### src/common/cpu_types_pkg.sv
// word and ram status types shared by ram and controller; byte addresses, words are 4-byte aligned
package cpu_types_pkg;

  // data path width
  localparam int WORD_W = 32;

  // one data word or one byte address
  typedef logic [WORD_W-1:0] word_t;

  // ram status as seen by the controller
  //   FREE   no request pending
  //   BUSY   request seen, latency still running
  //   ACCESS data valid / write committed this cycle
  //   ERROR  read and write asked at once
  typedef enum logic [1:0] {
    FREE   = 2'd0, // idle
    BUSY   = 2'd1, // counting latency
    ACCESS = 2'd2, // one cycle only, then back to BUSY if still requested
    ERROR  = 2'd3  // illegal ramREN & ramWEN
  } ramstate_t;

endpackage

### src/common/coherence_pkg.sv
// coherence side definitions; the controller logic is written for exactly two cores
package coherence_pkg;

  // number of cores, sizes every per-core port vector
  localparam int ncores = 2;

  // controller states
  typedef enum logic [3:0] {
    IDLE     = 4'd0, // arbitration
    WRITE_M0 = 4'd1, // writeback word 0 from serviced cache
    WRITE_M1 = 4'd2, // writeback word 1
    SNOOP    = 4'd3, // other cache stalled, waiting for its answer
    LOAD0    = 4'd4, // clean answer, block word 0 from ram
    LOAD1    = 4'd5, // clean answer, word 1
    WRITE0   = 4'd6, // dirty answer, other cache data to ram and requester
    WRITE1   = 4'd7, // dirty answer, word 1
    INSTR    = 4'd8  // single word instruction fetch
  } cc_state_t;

endpackage

### src/memory_control/memory_control.sv
// two-core arbiter and snoop controller; a data block is two words, caches hold requests as levels
`timescale 1ns/1ps

module memory_control (
  input  logic                                              CLK,
  input  logic                                              nRST,
  // instruction caches
  input  logic [coherence_pkg::ncores-1:0]                  iREN,
  input  cpu_types_pkg::word_t [coherence_pkg::ncores-1:0]  iaddr,
  output logic [coherence_pkg::ncores-1:0]                  iwait,
  output cpu_types_pkg::word_t [coherence_pkg::ncores-1:0]  iload,
  // data caches
  input  logic [coherence_pkg::ncores-1:0]                  dREN,
  input  logic [coherence_pkg::ncores-1:0]                  dWEN,
  input  cpu_types_pkg::word_t [coherence_pkg::ncores-1:0]  daddr,
  input  cpu_types_pkg::word_t [coherence_pkg::ncores-1:0]  dstore,
  output logic [coherence_pkg::ncores-1:0]                  dwait,
  output cpu_types_pkg::word_t [coherence_pkg::ncores-1:0]  dload,
  // coherence
  input  logic [coherence_pkg::ncores-1:0]                  cctrans,
  input  logic [coherence_pkg::ncores-1:0]                  ccwrite,
  output logic [coherence_pkg::ncores-1:0]                  ccwait,
  output logic [coherence_pkg::ncores-1:0]                  ccinv,
  output cpu_types_pkg::word_t [coherence_pkg::ncores-1:0]  ccsnoopaddr,
  // ram side
  input  cpu_types_pkg::word_t                              ramload,
  input  cpu_types_pkg::ramstate_t                          ramstate,
  output logic                                              ramREN,
  output logic                                              ramWEN,
  output cpu_types_pkg::word_t                              ramaddr,
  output cpu_types_pkg::word_t                              ramstore
);

  coherence_pkg::cc_state_t state, nxt_state;

  logic [coherence_pkg::ncores-1:0]                 nxt_ccwait, nxt_ccinv;
  cpu_types_pkg::word_t [coherence_pkg::ncores-1:0] nxt_snoopaddr;

  logic serviced, nxt_serviced; // core owning the current data transfer
  logic other;                  // the core being snooped
  logic lru, nxt_lru;           // icache that goes first when both ask
  logic icore, nxt_icore;       // icache being fetched for
  logic ram_done;               // word completes this cycle

  assign other    = ~serviced;
  assign ram_done = (ramstate == cpu_types_pkg::ACCESS);

  always_ff @(posedge CLK or negedge nRST)
  begin
    if (!nRST)
    begin
      state       <= coherence_pkg::IDLE;
      ccwait      <= '0;
      ccinv       <= '0;
      ccsnoopaddr <= '0;
      serviced    <= 1'b0;
      lru         <= 1'b0;
      icore       <= 1'b0;
    end
    else
    begin
      state       <= nxt_state;
      ccwait      <= nxt_ccwait;
      ccinv       <= nxt_ccinv;
      ccsnoopaddr <= nxt_snoopaddr;
      serviced    <= nxt_serviced;
      lru         <= nxt_lru;
      icore       <= nxt_icore;
    end
  end

  always_comb
  begin
    // defaults: nothing on the ram, every cache stalled, loads show the ram word
    ramREN        = 1'b0;
    ramWEN        = 1'b0;
    ramaddr       = '0;
    ramstore      = '0;
    iwait         = '1;
    dwait         = '1;
    for (int c = 0; c < coherence_pkg::ncores; c++)
    begin
      iload[c] = ramload;
      dload[c] = ramload;
    end
    nxt_state     = state;
    nxt_ccwait    = ccwait;
    nxt_ccinv     = ccinv;
    nxt_snoopaddr = ccsnoopaddr;
    nxt_serviced  = serviced;
    nxt_lru       = lru;
    nxt_icore     = icore;

    case (state)
      coherence_pkg::IDLE:
      begin
        // a transition needs dREN too, so a lingering snoop answer is not taken as a request
        if (dWEN[0] && !cctrans[0]) // core 0 writeback
        begin
          nxt_serviced = 1'b0;
          nxt_state    = coherence_pkg::WRITE_M0;
        end
        else if (cctrans[0] && dREN[0]) // core 0 miss, snoop core 1
        begin
          nxt_serviced     = 1'b0;
          nxt_ccwait[1]    = 1'b1;
          nxt_snoopaddr[1] = daddr[0];
          nxt_state        = coherence_pkg::SNOOP;
        end
        else if (dWEN[1] && !cctrans[1]) // core 1 writeback
        begin
          nxt_serviced = 1'b1;
          nxt_state    = coherence_pkg::WRITE_M0;
        end
        else if (cctrans[1] && dREN[1]) // core 1 miss, snoop core 0
        begin
          nxt_serviced     = 1'b1;
          nxt_ccwait[0]    = 1'b1;
          nxt_snoopaddr[0] = daddr[1];
          nxt_state        = coherence_pkg::SNOOP;
        end
        else if (|iREN)
        begin
          if (&iREN)
            nxt_icore = lru;      // both waiting, older one first
          else
            nxt_icore = iREN[1];  // only one asks
          nxt_lru   = ~nxt_icore; // the other one is next in line
          nxt_state = coherence_pkg::INSTR;
        end
      end

      coherence_pkg::WRITE_M0, coherence_pkg::WRITE_M1:
      begin
        ramWEN   = 1'b1;
        ramaddr  = daddr[serviced]; // cache moves to word 1 after first completion
        ramstore = dstore[serviced];
        if (ram_done)
        begin
          dwait[serviced] = 1'b0;
          nxt_state = (state == coherence_pkg::WRITE_M0) ? coherence_pkg::WRITE_M1
                                                         : coherence_pkg::IDLE;
        end
      end

      coherence_pkg::SNOOP:
      begin
        if (cctrans[other]) // other cache has answered
        begin
          // dirty copy is written back and forwarded, clean block comes from ram
          nxt_state = ccwrite[other] ? coherence_pkg::WRITE0 : coherence_pkg::LOAD0;
          if (cctrans[serviced] && ccwrite[serviced])
            nxt_ccinv[other] = 1'b1; // requester wants to modify
        end
      end

      coherence_pkg::LOAD0, coherence_pkg::LOAD1:
      begin
        ramREN  = 1'b1;
        ramaddr = daddr[serviced];
        if (ram_done)
        begin
          dwait[serviced] = 1'b0; // dload already shows ramload
          nxt_state = (state == coherence_pkg::LOAD0) ? coherence_pkg::LOAD1
                                                      : coherence_pkg::IDLE;
        end
      end

      coherence_pkg::WRITE0, coherence_pkg::WRITE1:
      begin
        ramWEN          = 1'b1;
        ramaddr         = daddr[other];
        ramstore        = dstore[other];
        dload[serviced] = dstore[other]; // cache to cache forward
        if (ram_done)
        begin
          dwait[serviced] = 1'b0;
          dwait[other]    = 1'b0; // snooped cache steps to its next word as well
          nxt_state = (state == coherence_pkg::WRITE0) ? coherence_pkg::WRITE1
                                                       : coherence_pkg::IDLE;
        end
      end

      coherence_pkg::INSTR:
      begin
        ramREN  = 1'b1;
        ramaddr = iaddr[icore];
        if (ram_done)
        begin
          iwait[icore] = 1'b0;
          nxt_state    = coherence_pkg::IDLE;
        end
      end

      default: nxt_state = coherence_pkg::IDLE;
    endcase

    // snoop stall and invalidate end with the transfer
    if (nxt_state == coherence_pkg::IDLE)
    begin
      nxt_ccwait = '0;
      nxt_ccinv  = '0;
    end
  end

endmodule

### config.mk
export PLATFORM = sky130hd
export DESIGN_NAME = memory_control
export DESIGN_NICKNAME = d
export VERILOG_FILES = /design/src/common/cpu_types_pkg.sv /design/src/common/coherence_pkg.sv /design/src/memory_control/memory_control.sv
export SDC_FILE = /design/constraint.sdc
export NUM_CORES = 1
export LEC_CHECK = 0
export ABC_AREA = 1
export BUFFER_PORTS_ARGS = -buffer_cell sky130_fd_sc_hd__buf_2
export CORE_AREA = 8 8 188 190
export DETAILED_ROUTE_END_ITERATION = 8
export DIE_AREA = 0 0 196 198
export MAX_ROUTING_LAYER = met4
export PLACE_DENSITY = 0.44
export RECOVER_POWER = 50
export SLEW_MARGIN = 20
export SYNTH_ARGS = -nofsm -noshare
export SYNTH_HDL_FRONTEND = slang
export SYNTH_SLANG_ARGS = --single-unit
### constraint.sdc
create_clock -name CLK -period 3.8 [get_ports CLK]
set_clock_uncertainty 0.15 [all_clocks]
set_input_delay 0.19 -clock CLK [delete_from_list [all_inputs] [get_ports CLK]]
set_output_delay 0.19 -clock CLK [all_outputs]
set_load 0.005 [all_outputs]
Word-level counts from Yosys, hierarchy flattened:

Index checks and enable logic that the tools add are counted.

* add/sub/neg operators: 0
* multiply operators: 0
* divide/modulo/power cells: 0
* order comparisons: 6
* equality and inequality tests: 12
* shifts and indexed selects: 0
* mux-type cells: 73
* bitwise operators: 11
* reduce and logical (&&, ||, !) cells: 34

Operators with widths (number)
* two-way mux 32 bit: 11
* case mux 32 bit (3 select lines): 1
* bitwise mux 64 bit: 1
* two-way mux 64 bit: 1
* case mux 32 bit (2 select lines): 1
* two-way mux 4 bit: 10
* demux 32 bit (select 1 bit): 1
* two-way mux 1 bit: 27
* two-way mux 2 bit: 13
* case mux 4 bit (6 select lines): 1
* == test 4 x 3 -> 1 bit (second input constant): 4
* nonzero test 2 bit: 6
* AND reduction 5 bit: 2
* AND reduction 3 bit: 3
* == test 4 x 2 -> 1 bit (second input constant): 2
* logical AND 1 bit: 8
* logical NOT 4 bit: 2
* OR reduction 2 bit: 4
* OR reduction 4 bit: 2
* less-than comparator 1 x 2 -> 1 bit (second input constant): 3
* two-way mux 3 bit: 2
* inequality test 2 x 1 -> 1 bit (second input constant): 3
* inverter 1 bit: 6
* inverter 2 bit: 3
* 13 further kinds: 19

* register bits after elaboration: 75
* latch bits: 0
* memory bits (writable): 0
* memory bits (read-only): 0
* input bits: 238
* output and inout port bits: 266
* logic and storage cells: 145
* memories kept: 0

Longest topological paths before layout:

* depth in word-level cells: 10
* mapped depth: 10
* mapped depth without buffers: 10

Worst setup path after synthesis:

Ideal clock, no wire load.

* kind: reg2out
* start point: register serviced
* end point: output ramstore[26]
* arrival: 1358 ps
* path slack: 2102 ps
* stages on the path, launching flop included: 6
* path through: dfrtp_1 -> inv_1 -> buf_2 -> clkbuf_1 -> nor2_1 -> o311ai_0

* longest elaborated chain between the ends: 3

Ends and longest elaborated chain
* from (decl): RTL line memory_control.sv:39 `logic serviced, nxt_serviced;`
* from (signal assigned): RTL line memory_control.sv:66 `serviced <= nxt_serviced;`
* two-way mux 32 bit, on equally long branches (2 in series): RTL line memory_control.sv:173, memory_control.sv:137
* case mux 32 bit (2 select lines) (*): RTL line memory_control.sv:94 `case (state)`
* to (decl): RTL line memory_control.sv:31 `output cpu_types_pkg::word_t ramstore`

Mark *: on every way between the ends. The rest lies on a longest branch, timed or not. The select of a mux whose other input is x is not followed.

Worst setup path in the final report:

* start point: register state[1]
* end point: output ramaddr[9]

* longest elaborated chain between the ends: 3

Ends and longest elaborated chain
* from (decl): RTL line memory_control.sv:34 `coherence_pkg::cc_state_t state, nxt_state;`
* from (signal assigned): RTL line memory_control.sv:52 `state <= coherence_pkg::IDLE;`
* from (signal assigned): RTL line memory_control.sv:62 `state <= nxt_state;`
* == test 4 x 1 -> 1 bit (tied with other cells): RTL line memory_control.sv:94
* OR reduction 4 bit (no line) or OR reduction 2 bit (tied branches)
* case mux 32 bit (3 select lines) (*): RTL line memory_control.sv:94
* to (decl): RTL line memory_control.sv:30 `output cpu_types_pkg::word_t ramaddr,`

Mark *: on every way between the ends. The rest lies on a longest branch, timed or not.

==> results.md <==
- Die ar.: ~39000 µm²
- Post-synthesis simple-gate area fraction: 28.87%
- Initial antenna violation count: 2
- Yosys warns: 0
- Synthesized flop and latch total: 75
- Port Buf Inserts: 503
- # setup viols final: 0
- Setup crit end kind: output port
- Final RePlAce weighted congestion: between 0.9 and 1
- CP Launch Type: register
- DR DRC count: 0
- Post-route minimum period: between 3 and 4 ns
- Compound-Gate Fraction of Synth Area: between 10% and 20%
- Share of the synthesized area in the top cell type: a little under a third
- Mux cell area share after synthesis: 6.712%
- Crit path max fanout: 33
- Maximum operating frequency: 0.3235 GHz
- Max IR drop VDD: between 0.2 and 0.25 mV
- Outcome: finished, violations left
- Die X-Extent: ~200 µm
- Synth area leader: dfrtp_1
- Initial Utilization: between 15 and 20%
- XOR/XNOR Fraction of Synth Area: 0%
- WL/cell: 19.11 µm
- Violated checks: capacitance limit, slew limit
- Gate count of the mapped netlist: ~830
- Largest net degree at the start of global routing: 76
- TritonCTS Buffers: 9
- Hold Vio Cnt, Final: 0
- Fin Setup TNS: 0 ns
- Fin crit share: between 80% and 90%
- Worst-path clk slew: 0.07 ns
- PnR Total Power: 5.940 mW
- Reg2Reg Setup Slack: approximately 1.3 ns
- Most frequent cell after synthesis: nand2_1
- Max incr delay on CP: between 0.7 and 0.8 ns
- Worst Hold Endpoint: icore
- Synth Net Count: 1063
- Vert. Die Dim: 198 µm
- Sequential share of the synthesized area: 31.96%
- Post-synth EDFFs: 0
- Crit-path cells: nor2_1 > nand3_2 > nor2_4 > a22oi_1 > nand3_1 > buf_2
- Htree depth: 3
- Post-route cell area: around 9000 µm²
- Vias: 7606
- Final wirelength: between 30 and 40 mm
- Ys flop type: dfrtp_1
- Worst-Margin Slew: about 2.0 ns
- CTS max path bufs: 2
- Overflow after GRT: 0
- Unrepaired setup endpoints after global routing: no
- Routed Antenna Nets: 0
- Synthesized area per cell: slightly above 7 µm²
- Max Slew Vio Count: between 70 and 80
- Synth area leaders: dfrtp_1, nand2_1, buf_4
- Maxcap violations: 1
- LEAKAGE: 4.650 nW
- Max-Slew Margin vs Limit: -30.19%
- Num rows: 66
- Share of layout cells above drive strength 1: 33.82%
- Io pins: 504
- Synth unique cells: 30
- Worst hold path startpoint: iREN[1]
- Vias in the first global route: 7972
- DP HPWL: roughly 27 mm
- Power per cell area: ~660 nW/µm²
- First-pass iteration count of the detailed router: 5
- Synth Cell Area: 5872 µm²
- Critical-path top delay cell: nor2_4
- Final non-filler cell total: about 1700
- CP arrival: between 2 and 3 ns
- Core area: between 30000 and 40000 µm²
- DRT iter0 DRCs: ~450
- Worst hold path depth: 3
- Dpl cells: ~1600
- Post-synth top cells: nand2_1, nor2_1, dfrtp_1
- Worst R2R Path Depth: 8
- Hold Crit Class: in -> reg
- Sink Count: 75
- Placed instance area: about 8200 µm²
- Clock Tree Root: clkbuf_16
- Largest family of logic cells by synthesized area: simple AND/OR/NAND/NOR gates
- Resize count post-CTS: 0
- CTS tree: done
- RR Endpoint: ccsnoopaddr[1]
- Critical path class: reg -> out
- Clock Latency Late Sink: between 0.3 and 0.4 ns
- Hold slack: approximately 0.016 ns
- Worst r2r src: state[1]
- Post-synth ARST share: 100.0%
- First-pass GRT wire length: a little under 50 mm
- GR Util All Layers: 16.62%
- Fillers: about 3600
- WP data required: between 3 and 4 ns
- Vias/cell: ~4.4
- P&R area growth vs syn: 52.63%
- Adder-cell share of the synthesized area: 0%
- Nets@finish: about 1500
==> worst max path at each step <==
stage | start | end | slack [ns] | cells after the start
finish | state[1] | ramaddr[9] | 0.71 | 6
global route | state[1] | ramaddr[3] | 0.49 | 6
CTS | state[3] | dload[23] | 0.84 | 8
detailed placement | state[3] | ramstore[26] | 1.22 | 9
global placement | state[3] | dload[36] | 1.26 | 9
floorplan | serviced | ramstore[26] | 2.10 | 5
==> registers in the layout, indices dropped and copies added, names as in the netlist <==
signal and cells:
ccwait 2, serviced 1, ccsnoopaddr 64, ccinv 2, icore 1, state 4
lru 1
==> routing by layer <==
metal	up-vias	part of all wire, %	GRT usage [%]
met5	-	0	-
met4	0	2.3	4.520
met1	3548	39	18.50
li1	3616	-	-
met2	402	51	29.87
met3	40	7.3	3.447
==> logic make-up (layout without fill, tap and decap cells) <==
group                  after synthesis  in the layout
DFF                                 75             75
other                                0              2
and+or+nand+nor                    414            414
muxes                               32             32
AOI/OAI and AO/OA                  137            137
buffers and inverters              167            649
==> per-stage QoR <==
step                      setup WS [ns]  util (%)
after floorplan                   2.102         -
after detailed placement          1.216     25.35
after global routing             0.4942     27.83
final                            0.7083     27.83
after CTS                        0.8434     28.34
after global placement            1.258     25.35
==> cells in the final DEF, fill, tap and decap left out, types with 2 or more instances in the layout <==
master	count
clkbuf_2	6
o21bai_1	2
buf_4	6
nor2_4	2
nand3_1	39
diode_2	2
clkbuf_1	125
a22oi_1	32
dfrtp_1	74
mux2_4	9
buf_2	370
o21ai_0	66
nand2_4	5
nor2_1	81
clkinvlp_4	3
inv_1	54
mux2_2	11
buf_1	2
clkbuf_16	9
nor2_2	4
o311ai_0	19
a21oi_1	3
nand2_1	274
inv_2	5
nand2_2	6
o311ai_1	12
dlygate4sd3_1	65
mux2_1	12
==> power breakdown <==
part	total, mW	internal [mW]	leakage [nW]	switching, mW
combinational	3.60	1.43	3.58	2.17
clock	0.910	0.534	0.143	0.376
sequential	1.44	1.18	0.925	0.252
==> worst max-delay path, delay by kind of cell, from the launching register on <==
| kind | cells | cell delay [ns] |
|---|---|---|
| buf+inv | 1 | 0.12 |
| simple gates | 4 | 1.58 |
| compound gates | 1 | 0.22 |
| flops | 1 | 0.46 |
==> layout make-up <==
class | count | area (µm²) | share of cell area [%]
clock inverter | 6 | 72.57 | 0.8097
clock buffer | 10 | 239.0 | 2.666
antenna | 2 | 5.005 | 0.05584
multi-input combinational | 583 | 2982 | 33.27
tap | 408 | 510.5 | 5.696
timing repair buffer | 574 | 3054 | 34.08
inverter | 59 | 221.5 | 2.471
sequential | 75 | 1878 | 20.95
==> timing repair <==
action | 4_1_cts | 5_1_grt
buffers inserted | 0 | 0
hold buffers | 65 | 0
hold endpoints to repair | 139 | 0
Note: power is estimated with default switching activity, not from simulation.
